$ cat src/hdl/cpu_decode_defs.svh
`ifndef CPU_DECODE_DEFS_SVH
`define CPU_DECODE_DEFS_SVH

// widths
`define CD_DATA_W   8  // data bus and opcode
`define CD_CYC_W    4  // one bit per extra machine cycle, mc2..mc5
`define CD_STATUS_W 19 // status word seen by control unit

// status word bit map
`define CD_ST_GO6 0  // pair/stack op, 6-state fetch
`define CD_ST_DAD 1  // double add
`define CD_ST_HLT 2  // halt
`define CD_ST_DIO 3  // in/out
`define CD_ST_CYL 4  // cycle go mask, low bit
`define CD_ST_CYH 7  // cycle go mask, high bit
`define CD_ST_RWL 8  // write mask, low bit
`define CD_ST_RWH 11 // write mask, high bit
`define CD_ST_CDL 12 // data pointer mask, low bit
`define CD_ST_CDH 15 // data pointer mask, high bit
`define CD_ST_ALE 16 // registered ale level
`define CD_ST_CTL 17 // registered third-state level
`define CD_ST_CCC 18 // condition true

// flag byte bit positions
`define CD_FLAG_S 7 // sign
`define CD_FLAG_Z 6 // zero
`define CD_FLAG_P 2 // parity
`define CD_FLAG_C 0 // carry

// opcode top-two-bit groups
`define CD_GRP_TXA 2'b00 // transfer + arithmetic
`define CD_GRP_MOV 2'b01 // register move + halt
`define CD_GRP_ALU 2'b10 // alu with register
`define CD_GRP_SIC 2'b11 // stack, i/o, control

// register field code for memory operand
`define CD_REG_M 3'b110

`endif
$ cat src/hdl/cpu_decode_pkg.sv
`include "cpu_decode_defs.svh"

package cpu_decode_pkg;

	// plain register view of the opcode
	typedef struct packed {
		logic [1:0] grp; // instruction group
		logic [2:0] dst; // destination reg or condition code
		logic [2:0] src; // source reg or sub-opcode
	} op_field_t;

	// register pair view of the same byte
	typedef struct packed {
		logic [1:0] grp;  // instruction group
		logic [1:0] rp;   // pair: bc, de, hl, sp/psw
		logic       half; // pair-half / variant select
		logic [2:0] src;  // sub-opcode
	} op_pair_t;

	// one opcode byte, two decodings
	typedef union packed {
		op_field_t f; // field view
		op_pair_t  p; // pair view
	} opcode_u;

	// bit 0 is mc2, bit 3 is mc5
	typedef logic [`CD_CYC_W-1:0] cyc_mask_t;

	// listed msb first, so go6 sits at bit 0
	typedef struct packed {
		logic      ccc;    // condition true
		logic      ctl;    // third-state level, delayed
		logic      ale;    // ale level, delayed and inverted
		cyc_mask_t cyc_cd; // data pointer cycles
		cyc_mask_t cyc_rw; // write cycles
		cyc_mask_t cyc_go; // extra machine cycles
		logic      dio;    // in/out
		logic      hlt;    // halt
		logic      dad;    // double add
		logic      go6;    // 6-state fetch
	} status_t;

endpackage

$ cat src/hdl/cpu_decode_top.sv
`include "cpu_decode_defs.svh"

module cpu_decode_top (
	input  logic                    clk,
	input  logic                    rst_,
	input  logic                    i_code_en, // load opcode strobe
	input  logic [`CD_DATA_W-1:0]   i_bus_d,   // data bus
	input  logic                    i_ale,     // bus ale request
	input  logic                    i_third,   // third-state control
	input  logic [`CD_DATA_W-1:0]   i_flags,   // flag register value
	output cpu_decode_pkg::status_t o_status   // to control unit
);

	cpu_decode_pkg::opcode_u   opcode; // latched instruction
	cpu_decode_pkg::cyc_mask_t cyc_go, cyc_rw, cyc_cd; // cycle masks
	logic go6, dad, hlt, dio; // class flags
	logic [2:0] cond_sel; // condition code

	// ir, half cycles, condition, status assembly
	decode_status u_status (
		.clk        (clk),
		.rst_       (rst_),
		.i_code_en  (i_code_en),
		.i_bus_d    (i_bus_d),
		.i_ale      (i_ale),
		.i_third    (i_third),
		.i_flags    (i_flags),
		.i_go6      (go6),
		.i_dad      (dad),
		.i_hlt      (hlt),
		.i_dio      (dio),
		.i_cond_sel (cond_sel),
		.i_cyc_go   (cyc_go),
		.i_cyc_rw   (cyc_rw),
		.i_cyc_cd   (cyc_cd),
		.o_opcode   (opcode),
		.o_status   (o_status)
	);

	cycle_decoder u_cycle (
		.i_opcode (opcode),
		.o_cyc_go (cyc_go),
		.o_cyc_rw (cyc_rw),
		.o_cyc_cd (cyc_cd)
	);

	class_decoder u_class (
		.i_opcode   (opcode),
		.o_go6      (go6),
		.o_dad      (dad),
		.o_hlt      (hlt),
		.o_dio      (dio),
		.o_cond_sel (cond_sel)
	);

endmodule

$ cat src/hdl/decode_status.sv
`include "cpu_decode_defs.svh"

module decode_status (
	input  logic                      clk,
	input  logic                      rst_,
	input  logic                      i_code_en,  // load opcode strobe
	input  logic [`CD_DATA_W-1:0]     i_bus_d,    // data bus
	input  logic                      i_ale,      // bus ale request
	input  logic                      i_third,    // third-state control
	input  logic [`CD_DATA_W-1:0]     i_flags,    // flag register value
	input  logic                      i_go6,      // from class decoder
	input  logic                      i_dad,
	input  logic                      i_hlt,
	input  logic                      i_dio,
	input  logic [2:0]                i_cond_sel, // condition code
	input  cpu_decode_pkg::cyc_mask_t i_cyc_go,   // from cycle decoder
	input  cpu_decode_pkg::cyc_mask_t i_cyc_rw,
	input  cpu_decode_pkg::cyc_mask_t i_cyc_cd,
	output cpu_decode_pkg::opcode_u   o_opcode,   // instruction register
	output cpu_decode_pkg::status_t   o_status    // status word
);

	logic q_ale; // ale half-cycle level
	logic q_ctl; // third-state half-cycle level
	logic ccc; // selected condition
	logic [`CD_STATUS_W-1:0] st_w; // assembled status bits

	// instruction register, resets to nop
	always_ff @(posedge clk or posedge rst_) begin
		if (rst_) begin
			o_opcode <= '0;
		end else if (i_code_en) begin
			o_opcode <= i_bus_d; // hold when strobe low
		end
	end

	// half cycles, one clock behind the requests
	always_ff @(posedge clk or posedge rst_) begin
		if (rst_) begin
			q_ale <= 1'b1; // ale idle high here
			q_ctl <= 1'b0;
		end else begin
			q_ale <= ~i_ale; // inverted
			q_ctl <= i_third;
		end
	end

	// condition against outside flag byte, same cycle
	always_comb begin
		case (i_cond_sel)
			3'b000:  ccc = ~i_flags[`CD_FLAG_Z]; // nz
			3'b001:  ccc = i_flags[`CD_FLAG_Z]; // z
			3'b010:  ccc = ~i_flags[`CD_FLAG_C]; // nc
			3'b011:  ccc = i_flags[`CD_FLAG_C]; // c
			3'b100:  ccc = ~i_flags[`CD_FLAG_P]; // po
			3'b101:  ccc = i_flags[`CD_FLAG_P]; // pe
			3'b110:  ccc = ~i_flags[`CD_FLAG_S]; // p
			default: ccc = i_flags[`CD_FLAG_S]; // m
		endcase
	end

	// status word per control unit bit map
	always_comb begin
		st_w = '0;
		st_w[`CD_ST_GO6] = i_go6;
		st_w[`CD_ST_DAD] = i_dad;
		st_w[`CD_ST_HLT] = i_hlt;
		st_w[`CD_ST_DIO] = i_dio;
		st_w[`CD_ST_CYH:`CD_ST_CYL] = i_cyc_go; // extra machine cycles
		st_w[`CD_ST_RWH:`CD_ST_RWL] = i_cyc_rw; // write cycles
		st_w[`CD_ST_CDH:`CD_ST_CDL] = i_cyc_cd; // data pointer cycles
		st_w[`CD_ST_ALE] = q_ale;
		st_w[`CD_ST_CTL] = q_ctl;
		st_w[`CD_ST_CCC] = ccc;
	end

	assign o_status = cpu_decode_pkg::status_t'(st_w);

endmodule

$ cat src/hdl/class_decoder.sv
`include "cpu_decode_defs.svh"

module class_decoder (
	input  cpu_decode_pkg::opcode_u i_opcode,  // latched instruction
	output logic                    o_go6,     // 6-state fetch class
	output logic                    o_dad,     // double add
	output logic                    o_hlt,     // halt
	output logic                    o_dio,     // in/out
	output logic [2:0]              o_cond_sel // condition code field
);

	logic g_txa, g_sic; // group hits
	logic [2:0] src; // low field, same in both views
	logic [1:0] rp; // register pair
	logic half; // pair-half / variant bit
	logic op_xid; // inx, dcx
	logic op_rst; // rst n
	logic op_ccx; // rccc and cccc
	logic op_push; // push rp
	logic op_xhl; // pchl, sphl
	logic op_call; // unconditional call

	assign g_txa = (i_opcode.f.grp == `CD_GRP_TXA);
	assign g_sic = (i_opcode.f.grp == `CD_GRP_SIC);
	assign src   = i_opcode.f.src;
	assign rp    = i_opcode.p.rp;
	assign half  = i_opcode.p.half;

	// single opcode compare on the whole byte
	assign o_hlt = (i_opcode == `CD_DATA_W'h76);

	// dad b/d/h/sp is 00rp1001
	assign o_dad = g_txa & (src == 3'b001) & half;

	// out d3h and in dbh share pair 01 and src 011
	assign o_dio = g_sic & (src == 3'b011) & (rp == 2'b01);

	assign op_xid  = g_txa & (src == 3'b011); // 00rpx011
	assign op_rst  = g_sic & (src == 3'b111); // 11nnn111
	assign op_ccx  = g_sic & (src[1:0] == 2'b00); // 11cccx00
	assign op_push = g_sic & (src == 3'b101) & ~half; // 11rp0101
	assign op_xhl  = g_sic & (src == 3'b001) & rp[1] & half; // e9h, f9h
	assign op_call = g_sic & (src == 3'b101) & (rp == 2'b00) & half; // cdh

	// these need the extra fetch states for pair or stack work
	assign o_go6 = op_xid | op_rst | op_ccx | op_push | op_xhl | op_call;

	// ccc sits in the destination field for jccc, cccc, rccc
	assign o_cond_sel = i_opcode.f.dst;

endmodule

$ cat src/hdl/cycle_decoder.sv
`include "cpu_decode_defs.svh"

module cycle_decoder (
	input  cpu_decode_pkg::opcode_u   i_opcode, // latched instruction
	output cpu_decode_pkg::cyc_mask_t o_cyc_go, // extra cycles, thermometer
	output cpu_decode_pkg::cyc_mask_t o_cyc_rw, // write cycle per mc
	output cpu_decode_pkg::cyc_mask_t o_cyc_cd  // data pointer per mc
);

	logic [1:0] grp; // opcode fields
	logic [2:0] dst;
	logic [2:0] src;
	logic g_txa, g_mov, g_alu, g_sic; // group hits
	logic mem_d, mem_s; // memory operand as dst / src
	// single instructions or small families
	logic is_hlt, is_mvi_r, is_xax, is_stax, is_ali, is_mov_m, is_mov_to_m, is_alu_m;
	logic is_rcc, is_jcc, is_rst, is_push, is_pop, is_jmp, is_ret, is_lxd;
	logic is_rmw, is_mvi_m, is_io, is_out;
	logic is_stld, is_sta;
	logic is_ccl, is_xthl, is_call, is_hld, is_shld;
	// machine cycle groups
	logic need_2, need_3, need_4, need_5;
	// per-cycle write and data pointer terms
	logic wr_2, wr_3, wr_4, wr_5;
	logic dp_2, dp_3;

	assign grp = i_opcode.f.grp;
	assign dst = i_opcode.f.dst;
	assign src = i_opcode.f.src;

	assign g_txa = (grp == `CD_GRP_TXA);
	assign g_mov = (grp == `CD_GRP_MOV);
	assign g_alu = (grp == `CD_GRP_ALU);
	assign g_sic = (grp == `CD_GRP_SIC);
	assign mem_d = (dst == `CD_REG_M);
	assign mem_s = (src == `CD_REG_M);

	// 2-cycle family
	assign is_hlt      = g_mov & mem_d & mem_s; // 76h
	assign is_mvi_r    = g_txa & mem_s & ~mem_d; // mvi r (7)
	assign is_xax      = g_txa & (src == 3'b010) & ~dst[2]; // ldax, stax (4)
	assign is_stax     = is_xax & ~dst[0]; // stax b, d
	assign is_ali      = g_sic & mem_s; // adi..cpi (8)
	assign is_mov_m    = g_mov & (mem_d ^ mem_s); // one side is m (14)
	assign is_mov_to_m = g_mov & mem_d & ~mem_s; // mov m,r (7)
	assign is_alu_m    = g_alu & mem_s; // alu with m (8)

	// 3-cycle family
	assign is_rcc   = g_sic & (src == 3'b000); // rccc (8)
	assign is_jcc   = g_sic & (src == 3'b010); // jccc (8)
	assign is_rst   = g_sic & (src == 3'b111); // rst n (8)
	assign is_push  = g_sic & (src == 3'b101) & ~dst[0]; // push (4)
	assign is_pop   = g_sic & (src == 3'b001) & ~dst[0]; // pop (4)
	assign is_jmp   = g_sic & (src == 3'b011) & (dst == 3'b000); // c3h
	assign is_ret   = g_sic & (src == 3'b001) & (dst == 3'b001); // c9h
	assign is_lxd   = g_txa & (src == 3'b001); // dad, lxi (8)
	assign is_rmw   = g_txa & mem_d & (src[2:1] == 2'b10); // inr m, dcr m
	assign is_mvi_m = g_txa & mem_d & mem_s; // 36h
	assign is_io    = g_sic & (src == 3'b011) & (dst[2:1] == 2'b01); // out, in
	assign is_out   = is_io & ~dst[0]; // d3h

	// 4-cycle family
	assign is_stld = g_txa & (src == 3'b010) & (dst[2:1] == 2'b11); // sta, lda
	assign is_sta  = is_stld & ~dst[0]; // 32h

	// 5-cycle family
	assign is_ccl  = g_sic & (src == 3'b100); // cccc (8)
	assign is_xthl = g_sic & (src == 3'b011) & (dst == 3'b100); // e3h
	assign is_call = g_sic & (src == 3'b101) & (dst == 3'b001); // cdh
	assign is_hld  = g_txa & (src == 3'b010) & (dst[2:1] == 2'b10); // shld, lhld
	assign is_shld = is_hld & ~dst[0]; // 22h

	assign need_2 = is_mvi_r | is_xax | is_ali | is_mov_m | is_alu_m | is_hlt;
	assign need_3 = is_rcc | is_jcc | is_rst | is_push | is_pop | is_jmp | is_ret |
		is_lxd | is_rmw | is_mvi_m | is_io;
	assign need_4 = is_stld;
	assign need_5 = is_ccl | is_xthl | is_call | is_hld;

	// write cycles, mc2..mc5
	assign wr_2 = is_stax | is_rst | is_push | is_mov_to_m; // data or stack write
	assign wr_3 = is_mvi_m | is_rmw | is_rst | is_push | is_out;
	assign wr_4 = is_ccl | is_xthl | is_call | is_shld | is_sta;
	assign wr_5 = is_ccl | is_xthl | is_call | is_shld;

	// data pointer cycles, only mc2 and mc3 ever use it
	assign dp_2 = is_xax | is_rmw | is_mov_m | is_alu_m;
	assign dp_3 = is_mvi_m | is_rmw;

	// first matching group wins
	always_comb begin
		if (need_2) begin
			o_cyc_go = 4'b0001;
		end else if (need_3) begin
			o_cyc_go = 4'b0011;
		end else if (need_4) begin
			o_cyc_go = 4'b0111;
		end else if (need_5) begin
			o_cyc_go = 4'b1111;
		end else begin
			o_cyc_go = 4'b0000; // single cycle
		end
	end

	assign o_cyc_rw = {wr_5, wr_4, wr_3, wr_2};
	assign o_cyc_cd = {2'b00, dp_3, dp_2}; // mc4, mc5 never data pointer

endmodule

$ cat config.mk
export PLATFORM = sky130hd
export DESIGN_NAME = cpu_decode_top
export DESIGN_NICKNAME = d
export VERILOG_FILES = /design/src/hdl/cpu_decode_pkg.sv /design/src/hdl/cpu_decode_top.sv /design/src/hdl/decode_status.sv /design/src/hdl/class_decoder.sv /design/src/hdl/cycle_decoder.sv
export VERILOG_INCLUDE_DIRS = /design/src /design/src/hdl
export SDC_FILE = /design/constraint.sdc
export NUM_CORES = 1
export LEC_CHECK = 0
export ABC_AREA = 1
export CAP_MARGIN = 30
export CORE_MARGIN = 10
export CORE_UTILIZATION = 55
export CTS_BUF_LIST = sky130_fd_sc_hd__clkbuf_8
export CTS_CLUSTER_SIZE = 25
export DETAILED_ROUTE_END_ITERATION = 12
export DONT_BUFFER_PORTS = 1
export GPL_ROUTABILITY_DRIVEN = 0
export PLACE_DENSITY = 0.67
export SYNTH_ARGS = -nofsm -noshare
export SYNTH_HDL_FRONTEND = slang
export SYNTH_HIERARCHICAL = 1
export SYNTH_SLANG_ARGS = --single-unit
$ cat constraint.sdc
create_clock -name clk -period 2.19 [get_ports clk]
set_input_delay 0.3285 -clock clk [delete_from_list [all_inputs] [get_ports clk]]
set_output_delay 0.3285 -clock clk [all_outputs]
set_load 0.01 [all_outputs]
==> results.json <==
{
  "ys_ff_latch": 10,
  "synth_cell_types": 22,
  "switching_share_pct": 37.0,
  "yosys_warnings": 6,
  "async_flop_share_pct": 100,
  "slew_headroom_pct": 61.4,
  "clkSinkCount": 10,
  "hpwl_um": 1970,
  "fillCellCount": 212,
  "place_ws_ns": 0.461,
  "grt_pass1_vias": 916,
  "wirelength_um": 2610,
  "finalSetupViolations": 0,
  "hp-class": "in -> reg",
  "syn_area_um2": 1220,
  "worstSetupPathType": "reg -> out",
  "vias": 968,
  "max_freq_mhz": 509,
  "seq_power_share_pct": 41.6,
  "synth_top_area_share_pct": 19.1,
  "switchingPower_mw": 0.231,
  "antenna_found_initial": 0,
  "gr-total-overflow": 0,
  "via_per_inst": 5.18,
  "clk_pin_slew_worst_paths_ns": 0.05,
  "drv_slew": 0,
  "insertion_delay_ns": 0.24,
  "area_delta_synth_final_pct": -12.3,
  "ctsRootBufferMaster": "clkbuf_8",
  "portBuffers": 0,
  "final_common_cell": "nand2_1",
  "fin_worst_skew_ns": 0,
  "post_cts_buffers": 0,
  "seq_area_um2": 253,
  "clkPwrFrac_pct": 30.5,
  "path_cells": "inv_2, nand2_2, nor2_1, nand2_1, nand3_2, nor2_2, nand4_1",
  "yosys-top-cells-area": "buf_4, dfrtp_1, nand2_1",
  "firstDrtPassIters": 4,
  "critPathSlowestCell": "dfrtp_1",
  "htree_levels": 1,
  "floorplan.initialDensity_pct": 59.6,
  "crit_path_max_incr_delay_ns": 0.63,
  "synth_ff_type": "dfrtp_1",
  "cts_buffers": 3,
  "final_cell_mix": "nand2_1, inv_1, nand3_1",
  "postSynthAreaPerCell_um2": 6.55,
  "cpLargestDelayFamily": "flip-flops",
  "fp.coreArea_um2": 2040,
  "yosys.area.top_type": "buf_4",
  "wl_per_cell_um": 13.9,
  "finalSetupTns_ns": 0,
  "finalCritPeriodShare_pct": 89.6,
  "synth_cells": 186,
  "cts_tree": "built",
  "die-area_um2": 4500,
  "p_leak_nw": 0.623,
  "cp_max_fo": 13,
  "worst_slew_pin_slew_ns": 0.573,
  "final_core_util_pct": 52.3,
  "yosysSeqAreaShare_pct": 20.7,
  "cp.arrival_ns": 1.63,
  "grt_max_degree": 17,
  "grt.total_usage_pct": 11.7,
  "combPwrFrac_pct": 27.9,
  "worst_setup_path_end_kind": "output port",
  "diodes": 0,
  "internal_power_mw": 0.393,
  "die_y_um": 67.0,
  "multiInputGateArea_um2": 606,
  "drt_iter0_drc": 61,
  "die_x_um": 67.0,
  "grt_setup_unrepaired": "false",
  "crit_path_start_kind": "register",
  "io_pins": 40,
  "outcome": "complete, no violations",
  "drtAntennaViolNets": 0,
  "setup_slack_ns": 0.227,
  "required_ns": 1.86,
  "clock_path_buffers": 2,
  "synth_edf_count": 0,
  "drive_above_1_share_pct": 18.8,
  "finalCriticalPeriod_ns": 1.96,
  "maxCapViolCount": 0,
  "layout.nets": 182,
  "rows": 16,
  "grt_pass1_wl_um": 4170,
  "drt_drc_violations_left": 0,
  "hold_viol_final": 0,
  "ir_worst_vdd_v": 0.000541,
  "crit_buf_inv": 1,
  "power_density_nw_per_um2": 585
}
-- timing repair --
action                                 in CTS  in global routing
gates resized for setup                     0                  1
setup endpoints to repair                   0                  2
endpoints found under the hold margin       9                  0
hold buffers                                1                  0
-- worst paths after layout --
path	startpoint	end	slack (ns)	cells after the start
setup reg to reg	u_status/o_opcode[3]	u_status/o_opcode[3]	1.18	1
hold / removal	i_ale	u_status/q_ale	0.12	1
min in group asynchronous	rst_	u_status/o_opcode[3]	0.49	2
setup / recovery	u_status/o_opcode[3]	o_status[4]	0.23	7
max in group asynchronous	rst_	u_status/q_ale	1.38	2
hold reg to reg	u_status/o_opcode[4]	u_status/o_opcode[4]	0.77	1
-- layer usage --
metal	share of wire [%]	global-route usage [%]	wire, µm	vias up
li1	-	-	-	494
met1	43	12.8	1110	442
met2	48	20.4	1260	28
met4	1.5	4.62	38	0
met5	0	0	0	-
met3	7.6	3.85	198	4
-- through the flow --
stage,std cells,cell area (µm²),power [mW],hold slack (ns)
after floorplan,187,1220,0.458,0.168
after detailed placement,182,1010,0.435,0.200
final,187,1070,0.625,0.120
after global routing,187,1070,0.671,0.114
after global placement,182,1010,0.429,0.195
after CTS,187,1070,0.628,0.114
-- final cells by class --
| cell class | instances | share of cell area (%) |
|---|---|---|
| sequential | 10 | 23.7 |
| multi-input combinational | 113 | 56.7 |
| clock buffer | 3 | 3.87 |
| clock inverter | 1 | 0.352 |
| inverter | 32 | 11.3 |
| timing repair buffer | 1 | 0.938 |
| tap | 27 | 3.17 |
-- cells by family (layout without fill, tap and decap cells) --
kind of cell | after synthesis | count (layout) | share of synthesized area, %
AO/OA/AOI/OAI | 6 | 6 | 2.67
buffers and inverters | 64 | 37 | 29.9
flip-flops | 10 | 10 | 20.7
AND/OR/NAND/NOR | 97 | 97 | 36.6
other | 1 | 2 | 0.308
multiplexers | 8 | 8 | 9.87
-- power by group through the flow --
stage / Combinational (mW) / Sequential [mW] / Clock, mW
final: 0.174 / 0.260 / 0.191
after global routing: 0.199 / 0.265 / 0.208
after CTS: 0.175 / 0.258 / 0.194
after detailed placement: 0.173 / 0.261 / 0
after global placement: 0.168 / 0.261 / 0
after floorplan: 0.220 / 0.238 / 0
-- registers in the layout, indices dropped and copies added (netlist names) --
signal / cells
u_status/o_opcode: 8
u_status/q_ale: 1
u_status/q_ctl: 1
-- synth_stat cells (all sizes together), types with 2 or more instances --
| master | count |
|---|---|
| nand4 | 6 |
| nor2 | 24 |
| inv | 32 |
| nor3 | 2 |
| o21ai | 4 |
| nand2 | 42 |
| buf | 32 |
| nand3 | 21 |
| mux2 | 8 |
| dfrtp | 9 |
Note: power is estimated with default switching activity, not from simulation.
